### src/logic/fp_alu_pkg.sv
package fp_alu_pkg;

    localparam int frac_w   = 23;   // stored fraction bits
    localparam int exp_w    = 8;
    localparam int exp_bias = 127;
    localparam int exp_max  = 255;  // exponent field of infinity
    localparam int sig_w    = 24;   // hidden one plus fraction

    // single precision word, sign on the msb
    typedef struct packed {
        logic              sign;
        logic [exp_w-1:0]  exp;    // biased exponent
        logic [frac_w-1:0] frac;
    } fp_word_t;

    typedef enum logic [2:0] {
        op_add  = 3'd0,
        op_sub  = 3'd1,
        op_mul  = 3'd2,
        op_min  = 3'd4,   // codes 3 and 7 are unused and give +0
        op_max  = 3'd5,
        op_pass = 3'd6
    } alu_op_e;

    typedef struct packed {
        alu_op_e  op;
        fp_word_t a;
        fp_word_t b;
    } alu_req_t;

    typedef enum logic [1:0] {
        st_idle,
        st_exec,       // combinational result is captured here
        st_wait_mul,
        st_hold        // result presented until consumed
    } ctrl_state_e;

endpackage

### src/logic/fp_add_sub.sv
module fp_add_sub #(
    parameter int sig_width = fp_alu_pkg::sig_w
) (
    input  fp_alu_pkg::fp_word_t a,
    input  fp_alu_pkg::fp_word_t b,
    input  logic                 subtract,
    output fp_alu_pkg::fp_word_t sum_result
);

    localparam int fw = 2 * sig_width;            // alignment field width
    localparam int lw = $clog2(fw + 1);
    localparam int ew = fp_alu_pkg::exp_w;
    localparam int xw = ew + 1;
    localparam int nf = fp_alu_pkg::frac_w;
    localparam int up = fw - nf - 1;              // moves the hidden one to the field msb

    fp_alu_pkg::fp_word_t b_eff;
    fp_alu_pkg::fp_word_t big;
    fp_alu_pkg::fp_word_t small_op;
    logic                 a_zero;
    logic                 b_zero;
    logic [ew-1:0]        exp_diff;
    logic [fw-1:0]        big_field;
    logic [fw-1:0]        small_field;
    logic [fw:0]          mag_sum;                // extra bit catches the carry
    logic [lw-1:0]        lzc;
    logic [fw-1:0]        norm;
    logic [xw-1:0]        exp_norm;
    logic [nf-1:0]        frac_norm;
    logic                 underflow;

    assign b_eff  = {b.sign ^ subtract, b.exp, b.frac};
    assign a_zero = (a.exp == '0);
    assign b_zero = (b.exp == '0);

    // larger magnitude first and it sets the sign
    always_comb begin
        if (b_zero || (!a_zero && {a.exp, a.frac} >= {b.exp, b.frac})) begin
            big      = a;
            small_op = b_eff;
        end else begin
            big      = b_eff;
            small_op = a;
        end
    end

    assign exp_diff    = big.exp - small_op.exp;
    assign big_field   = (big.exp == '0) ? '0 : fw'({1'b1, big.frac}) << up;
    assign small_field = (small_op.exp == '0) ? '0
                                              : (fw'({1'b1, small_op.frac}) << up) >> exp_diff;
    assign mag_sum     = (big.sign ^ small_op.sign) ? {1'b0, big_field} - {1'b0, small_field}
                                                    : {1'b0, big_field} + {1'b0, small_field};

    always_comb begin
        lzc = lw'(fw);
        for (int i = 0; i < fw; i++) begin
            if (mag_sum[i]) begin
                lzc = lw'(fw - 1 - i);   // highest set bit wins
            end
        end
    end

    assign norm = mag_sum[fw-1:0] << lzc;

    always_comb begin
        underflow = 1'b0;
        if (mag_sum[fw]) begin
            exp_norm  = {1'b0, big.exp} + xw'(1);
            frac_norm = mag_sum[fw-1 -: nf];
        end else begin
            exp_norm  = {1'b0, big.exp} - xw'(lzc);
            underflow = xw'(lzc) >= {1'b0, big.exp};
            frac_norm = norm[fw-2 -: nf];
        end
        sum_result = '0;
        if (a_zero && !b_zero) begin
            sum_result = b_eff;
        end else if (b_zero && !a_zero) begin
            sum_result = a;
        end else if (mag_sum == '0) begin
            sum_result = '0;                     // exact cancellation is +0
        end else if (underflow) begin
            sum_result.sign = big.sign;
        end else if (exp_norm >= xw'(fp_alu_pkg::exp_max)) begin
            sum_result.sign = big.sign;          // infinity
            sum_result.exp  = ew'(fp_alu_pkg::exp_max);
        end else begin
            sum_result = {big.sign, exp_norm[ew-1:0], frac_norm};
        end
    end

endmodule

### src/logic/fp_alu_ctrl.sv
module fp_alu_ctrl (
    input  logic                 clk,
    input  logic                 rst,
    input  logic                 in_valid,
    input  fp_alu_pkg::alu_req_t in_req,
    input  logic                 out_ready,
    input  fp_alu_pkg::fp_word_t sum_result,
    input  fp_alu_pkg::fp_word_t mul_result,
    input  fp_alu_pkg::fp_word_t min_result,
    input  fp_alu_pkg::fp_word_t max_result,
    input  logic                 mul_done,
    output logic                 in_ready,
    output logic                 out_valid,
    output fp_alu_pkg::fp_word_t out_result,
    output fp_alu_pkg::fp_word_t a,
    output fp_alu_pkg::fp_word_t b,
    output logic                 subtract,
    output logic                 mul_start
);

    fp_alu_pkg::ctrl_state_e state;
    fp_alu_pkg::alu_op_e     op_q;
    fp_alu_pkg::fp_word_t    comb_result;
    logic                    accept;
    logic                    is_mul;

    assign out_valid = (state == fp_alu_pkg::st_hold);
    assign in_ready  = (state == fp_alu_pkg::st_idle) || (out_valid && out_ready); // accept on consume
    assign accept    = in_valid && in_ready;
    assign is_mul    = (op_q == fp_alu_pkg::op_mul);
    assign subtract  = (op_q == fp_alu_pkg::op_sub);
    assign mul_start = (state == fp_alu_pkg::st_exec) && is_mul;   // single cycle, exec lasts one

    always_comb begin
        case (op_q)
            fp_alu_pkg::op_add,
            fp_alu_pkg::op_sub:  comb_result = sum_result;
            fp_alu_pkg::op_min:  comb_result = min_result;
            fp_alu_pkg::op_max:  comb_result = max_result;
            fp_alu_pkg::op_pass: comb_result = a;
            default:             comb_result = '0;   // unused codes give +0
        endcase
    end

    always_ff @(posedge clk) begin
        if (rst) begin
            state <= fp_alu_pkg::st_idle;
            op_q  <= fp_alu_pkg::op_add;
        end else begin
            if (accept) begin
                op_q <= in_req.op;
            end
            case (state)
                fp_alu_pkg::st_idle: begin
                    if (accept) begin
                        state <= fp_alu_pkg::st_exec;
                    end
                end
                fp_alu_pkg::st_exec: begin
                    if (is_mul) begin
                        state <= fp_alu_pkg::st_wait_mul;
                    end else begin
                        state <= fp_alu_pkg::st_hold;
                    end
                end
                fp_alu_pkg::st_wait_mul: begin
                    if (mul_done) begin
                        state <= fp_alu_pkg::st_hold;
                    end
                end
                fp_alu_pkg::st_hold: begin
                    if (accept) begin
                        state <= fp_alu_pkg::st_exec;   // back to back request
                    end else if (out_ready) begin
                        state <= fp_alu_pkg::st_idle;
                    end
                end
                default: state <= fp_alu_pkg::st_idle;
            endcase
        end
    end

    // operand and result registers
    always_ff @(posedge clk) begin
        if (accept) begin
            a <= in_req.a;
            b <= in_req.b;
        end
        if (state == fp_alu_pkg::st_exec && !is_mul) begin
            out_result <= comb_result;
        end else if (state == fp_alu_pkg::st_wait_mul && mul_done) begin
            out_result <= mul_result;
        end
    end

endmodule

### src/logic/fp_alu_top.sv
module fp_alu_top #(
    parameter int sig_width = fp_alu_pkg::sig_w
) (
    input  logic                 clk,
    input  logic                 rst,
    input  logic                 in_valid,
    input  fp_alu_pkg::alu_req_t in_req,
    input  logic                 out_ready,
    output logic                 in_ready,
    output logic                 out_valid,
    output fp_alu_pkg::fp_word_t out_result
);

    fp_alu_pkg::fp_word_t a;            // registered operands
    fp_alu_pkg::fp_word_t b;
    fp_alu_pkg::fp_word_t sum_result;
    fp_alu_pkg::fp_word_t mul_result;
    fp_alu_pkg::fp_word_t min_result;
    fp_alu_pkg::fp_word_t max_result;
    logic                 subtract;
    logic                 mul_start;
    logic                 mul_done;

    fp_alu_ctrl u_ctrl (
        .clk        (clk),
        .rst        (rst),
        .in_valid   (in_valid),
        .in_req     (in_req),
        .out_ready  (out_ready),
        .sum_result (sum_result),
        .mul_result (mul_result),
        .min_result (min_result),
        .max_result (max_result),
        .mul_done   (mul_done),
        .in_ready   (in_ready),
        .out_valid  (out_valid),
        .out_result (out_result),
        .a          (a),
        .b          (b),
        .subtract   (subtract),
        .mul_start  (mul_start)
    );

    fp_add_sub #(.sig_width(sig_width)) u_add_sub (
        .a          (a),
        .b          (b),
        .subtract   (subtract),
        .sum_result (sum_result)
    );

    fp_mul #(.sig_width(sig_width)) u_mul (
        .clk        (clk),
        .rst        (rst),
        .mul_start  (mul_start),
        .a          (a),
        .b          (b),
        .mul_done   (mul_done),
        .mul_result (mul_result)
    );

    fp_compare u_compare (
        .a          (a),
        .b          (b),
        .min_result (min_result),
        .max_result (max_result)
    );

endmodule

### src/logic/fp_compare.sv
module fp_compare (
    input  fp_alu_pkg::fp_word_t a,
    input  fp_alu_pkg::fp_word_t b,
    output fp_alu_pkg::fp_word_t min_result,
    output fp_alu_pkg::fp_word_t max_result
);

    localparam int mw = fp_alu_pkg::exp_w + fp_alu_pkg::frac_w;

    logic [mw-1:0] mag_a;   // zero exponent reads as zero
    logic [mw-1:0] mag_b;
    logic          a_less;
    logic          b_less;

    assign mag_a = (a.exp == '0) ? '0 : {a.exp, a.frac};
    assign mag_b = (b.exp == '0) ? '0 : {b.exp, b.frac};

    always_comb begin
        if (mag_a == '0 && mag_b == '0) begin
            a_less = 1'b0;              // +0 and -0 tie
            b_less = 1'b0;
        end else if (a.sign != b.sign) begin
            a_less = a.sign;
            b_less = b.sign;
        end else if (a.sign) begin
            a_less = mag_a > mag_b;     // negatives order the other way
            b_less = mag_b > mag_a;
        end else begin
            a_less = mag_a < mag_b;
            b_less = mag_b < mag_a;
        end
    end

    assign min_result = b_less ? b : a;
    assign max_result = a_less ? b : a;

endmodule

### src/logic/fp_mul.sv
module fp_mul #(
    parameter int sig_width = fp_alu_pkg::sig_w
) (
    input  logic                 clk,
    input  logic                 rst,
    input  logic                 mul_start,
    input  fp_alu_pkg::fp_word_t a,
    input  fp_alu_pkg::fp_word_t b,
    output logic                 mul_done,
    output fp_alu_pkg::fp_word_t mul_result
);

    localparam int pw = 2 * sig_width;           // product width
    localparam int cw = $clog2(sig_width + 1);
    localparam int ew = fp_alu_pkg::exp_w;
    localparam int nf = fp_alu_pkg::frac_w;
    localparam int xw = ew + 2;                  // signed exponent, room for both ends
    localparam int up = sig_width - nf - 1;

    logic                 busy;
    logic                 last;
    logic [cw-1:0]        cnt;
    logic [pw-1:0]        mcand;
    logic [sig_width-1:0] mplier;
    logic [pw-1:0]        prod;
    logic                 sign_q;
    logic                 zero_q;
    logic signed [xw-1:0] exp_q;
    logic signed [xw-1:0] exp_fin;
    logic [nf-1:0]        frac_fin;
    fp_alu_pkg::fp_word_t result_d;

    assign last = busy && (cnt == cw'(sig_width));   // finishing cycle

    always_ff @(posedge clk) begin
        if (rst) begin
            busy     <= 1'b0;
            cnt      <= '0;
            mul_done <= 1'b0;
        end else begin
            mul_done <= last;
            if (!busy && mul_start) begin
                busy <= 1'b1;
                cnt  <= '0;
            end else if (last) begin
                busy <= 1'b0;
            end else if (busy) begin
                cnt <= cnt + cw'(1);
            end
        end
    end

    always_ff @(posedge clk) begin
        if (!busy && mul_start) begin
            mcand  <= pw'({1'b1, a.frac}) << up;
            mplier <= sig_width'({1'b1, b.frac}) << up;
            prod   <= '0;
            sign_q <= a.sign ^ b.sign;
            zero_q <= (a.exp == '0) || (b.exp == '0);
            exp_q  <= $signed(xw'(a.exp)) + $signed(xw'(b.exp)) - xw'(fp_alu_pkg::exp_bias);
        end else if (busy && !last) begin
            if (mplier[0]) begin
                prod <= prod + mcand;
            end
            mcand  <= mcand << 1;
            mplier <= mplier >> 1;
        end
        if (last) begin
            mul_result <= result_d;
        end
    end

    // product lies in [1,4), top bit set means one step right
    always_comb begin
        if (prod[pw-1]) begin
            exp_fin  = exp_q + xw'(1);
            frac_fin = prod[pw-2 -: nf];
        end else begin
            exp_fin  = exp_q;
            frac_fin = prod[pw-3 -: nf];
        end
        result_d      = '0;
        result_d.sign = sign_q;
        if (zero_q || exp_fin <= xw'(0)) begin
            result_d.exp = '0;                   // signed zero
        end else if (exp_fin >= xw'(fp_alu_pkg::exp_max)) begin
            result_d.exp = ew'(fp_alu_pkg::exp_max);
        end else begin
            result_d.exp  = exp_fin[ew-1:0];
            result_d.frac = frac_fin;
        end
    end

endmodule

### config.mk
export PLATFORM = sky130hd
export DESIGN_NAME = fp_alu_top
export DESIGN_NICKNAME = d
export VERILOG_FILES = /design/src/logic/fp_alu_pkg.sv /design/src/logic/fp_add_sub.sv /design/src/logic/fp_alu_ctrl.sv /design/src/logic/fp_alu_top.sv /design/src/logic/fp_compare.sv /design/src/logic/fp_mul.sv
export SDC_FILE = /design/constraint.sdc
export NUM_CORES = 1
export LEC_CHECK = 0
export BUFFER_PORTS_ARGS = -buffer_cell sky130_fd_sc_hd__buf_2
export CORE_MARGIN = 3
export CORE_UTILIZATION = 25
export DETAILED_ROUTE_END_ITERATION = 8
export GPL_TIMING_DRIVEN = 0
export HOLD_SLACK_MARGIN = 0.05
export SLEW_MARGIN = 20
export SYNTH_ARGS = -nofsm -noshare
export SYNTH_HDL_FRONTEND = slang
export SYNTH_SLANG_ARGS = --single-unit
### constraint.sdc
create_clock -name clk -period 14.4 [get_ports clk]
set_input_delay 1.44 -clock clk [delete_from_list [all_inputs] [get_ports clk]]
set_output_delay 1.44 -clock clk [all_outputs]
set_load 0.02 [all_outputs]
==> impl_metrics.toml <==
[outcome]
status = "completed"

[cts]
numCtsBuffers = 29
clkSlewWorstSetupHoldPaths_ns = 0.07
ctsHtreeMaxLevel = 1
cts_hold_buffers = 0
clk_path_buf_depth = 3
tritoncts = "built"
clk_latency_ns = 0.59
clockRootBuffer = "clkbuf_16"
cts.sinks = 272

[floorplan]
die_h_um = 346
ios = 105
row_count = 123
initial_core_util = 0.254
die_area_sq_mm = 0.119
core_area_sq_mm = 0.113
die_w_um = 346

[detailed_routing]
viasPerCell = 5.76
ant_nets = 0
drc = 0
wirelength_mm = 129
dr_total_vias = 31000
dr.pass1.iters = 8
first_iter_violations = 4033
wl_per_cell_um = 24.0

[sta]
fin_skew_ns = 0.0203
drv_slew = 0
max_freq_ghz = 0.0710
setup_tns_ns = 0
worst_pin_slew_ns = 1.22
slew_headroom = 0.185
setup_viol_count_final = 0
min_period_over_period = 0.979
fin_ws_ns = 0.309
fin_hold_ws_ns = 0.439
period_needed_ns = 14.09
finalHoldViolations = 0

[worst_setup_path]
worstSetupStartpointType = "flop"
worstPathArrival_ns = 14.45
critical_path_required_ns = 14.76
slowest_stage = "mux4_2"
crit_type = "flop to flop"
critical_path.max_fanout = 10
cpMostUsedCell = "a21o_1"
slowest_delay_ns = 0.58
crit_path_end_kind = "flop"

[yosys]
synth_warnings = 0
avgSynthCellArea_sq_um = 8.04
synth_enable_flop_cells = 186
netlist_instances = 3584
async_flop_share = 0
seq_area_frac_synth = 0.254
ys_seq_elements = 272
synthDistinctLibCells = 126
synth_area_sq_mm = 0.0288
synth_top_flop_cell = "edfxtp_1"
synth_fp_nets = 3824

[global_routing]
grt_max_degree = 58
grt_use_total = 0.202
overflow = 0
grt_pass1_wl_mm = 185
busiest_layer = "met2"
use_met2 = 0.298
antenna_found_initial = 4
use_met1 = 0.277
grt_pass1_vias = 28100
use_met3 = 0.0435

[finish]
fin_util = 0.304
fin_nets = 4092
areaGrowthSynthToFinish_pct = 19.5
drive_gt1_frac = 0.170

[flow_run]
cap_violations = 0

[placement]
hpwlAfterDp_mm = 98.3
place_congestion = 1.00
io_buffers = 104
pre_cts_slack_ns = -4.66

[worst_hold_path]
hp-class = "flop to flop"
-- cell type report --
cell class | count | area [sq um]
fillers | 12200 | 79000
multi-input cells | 2927 | 20900
flip-flops and latches | 272 | 7310
well taps | 1500 | 1880
repair buffers | 253 | 1770
plain buffers | 228 | 1110
clock buffers | 37 | 776
inverters | 141 | 562
clock inverters | 16 | 176
diodes | 1 | 2.50
-- stage by stage --
| step | std cells | cell area, sq um |
|---|---|---|
| floorplan | 3584 | 28800 |
| global placement | 5188 | 31200 |
| detailed placement | 5192 | 31300 |
| CTS | 5319 | 33400 |
| global route | 5374 | 34400 |
| finish | 5375 | 34400 |
-- worst max-delay path, delay by kind of cell (launching register included) --
| kind | cells | cell delay [ns] |
|---|---|---|
| and+or+nand+nor | 16 | 2.31 |
| xor gates and xnor gates | 3 | 0.63 |
| buffers and inverters | 13 | 2.42 |
| adders and majority gates | 5 | 1.28 |
| muxes | 4 | 1.27 |
| DFF | 1 | 0.51 |
| AOI/OAI and AO/OA | 29 | 5.43 |
-- cells in the final DEF, fill, tap and decap left out, types with 18 or more instances in the layout --
cell / count
a211o_1: 18
a211oi_1: 29
a21o_1: 42
a21oi_1: 273
a221oi_1: 28
a22o_1: 28
a22oi_1: 27
a31oi_1: 31
and2_1: 47
and3_1: 38
buf_2: 132
buf_4: 156
clkbuf_1: 149
clkbuf_16: 30
dfxtp_1: 86
edfxtp_1: 186
ha_1: 157
inv_1: 122
mux2_2: 38
mux2i_1: 173
nand2_1: 404
nand2b_1: 37
nand3_1: 120
nand4_1: 40
nor2_1: 274
nor2b_1: 32
nor3_1: 95
nor4_1: 21
o2111ai_1: 25
o211ai_1: 55
o21a_1: 20
o21ai_0: 186
o21ai_1: 29
o31ai_1: 21
or2_2: 22
xnor2_1: 104
xor2_1: 50
-- cells in the mapped netlist (all sizes together), types with 29 or more instances --
cell,instances,share of area
nand2b,37,0.0080
a211oi,49,0.013
ha,166,0.072
inv,140,0.018
a31oi,31,0.0067
nor2b,34,0.0074
mux2,48,0.019
clkbuf,170,0.022
nand2,408,0.053
and3,39,0.0085
nand3,125,0.022
edfxtp,186,0.19
dfxtp,86,0.060
a221oi,34,0.011
a21oi,284,0.050
xor2,54,0.016
o21ai,223,0.039
buf,74,0.015
mux2i,184,0.064
nand4,42,0.0099
o211ai,59,0.016
nor3,108,0.020
nor4,29,0.0075
and2,49,0.011
xnor2,112,0.035
nor2,288,0.038
a21o,42,0.011
-- registers in the layout, summed over array words and instances (netlist names) --
signal and flops:
u_mul.mcand 48, u_mul.sign_q 1, u_mul.mplier 24, u_mul.zero_q 1
u_ctrl.state 2, u_ctrl.b 32, u_mul.exp_q 10, u_mul.cnt 5
u_mul.prod 48, u_mul.busy 1, u_ctrl.op_q 3, u_ctrl.out_result 32
u_ctrl.a 32, u_mul.mul_done 1, u_mul.mul_result 32
-- layer usage --
layer	up-vias	part of all wire
met5	-	0.00021
met4	4	0.058
met3	379	0.11
met2	1784	0.41
met1	14800	0.42
li1	14000	-
-- final timing paths --
path | start | slack (ns) | depth (start not counted) | endpoint
hold reg to reg | u_mul.sign_q$_DFFE_PP_ | 0.44 | 0 | u_mul.mul_result[31]$_DFFE_PP_
setup reg to reg | u_ctrl.a[0]$_DFFE_PP_ | 0.31 | 70 | u_ctrl.out_result[11]$_DFFE_PP_
hold / removal | u_mul.sign_q$_DFFE_PP_ | 0.44 | 0 | u_mul.mul_result[31]$_DFFE_PP_
setup / recovery | u_ctrl.a[0]$_DFFE_PP_ | 0.31 | 70 | u_ctrl.out_result[11]$_DFFE_PP_
-- repair_timing --
action / 4_1_cts / 5_1_grt
setup endpoints to repair: 32 / 31
buffers inserted: 82 / 62
pin swaps: 22 / 51
gates cloned: 0 / 1
hold endpoints to repair: 0 / 0
resized for setup: 128 / 127
-- cells by family (layout without fill, tap and decap cells) --
family / count (synthesis) / after routing / synth area share
AOI/OAI and AO/OA: 1080 / 1080 / 0.256
xor gates and xnor gates: 166 / 166 / 0.0510
adders and majority gates: 169 / 169 / 0.0742
buffers and inverters: 385 / 675 / 0.0556
DFF: 272 / 272 / 0.254
muxes: 249 / 249 / 0.0962
other: 0 / 1 / 0
and+or+nand+nor: 1263 / 1263 / 0.213
Power is not shown: default switching activity piles up to over one toggle a cycle in this logic, so the estimate is an artifact.
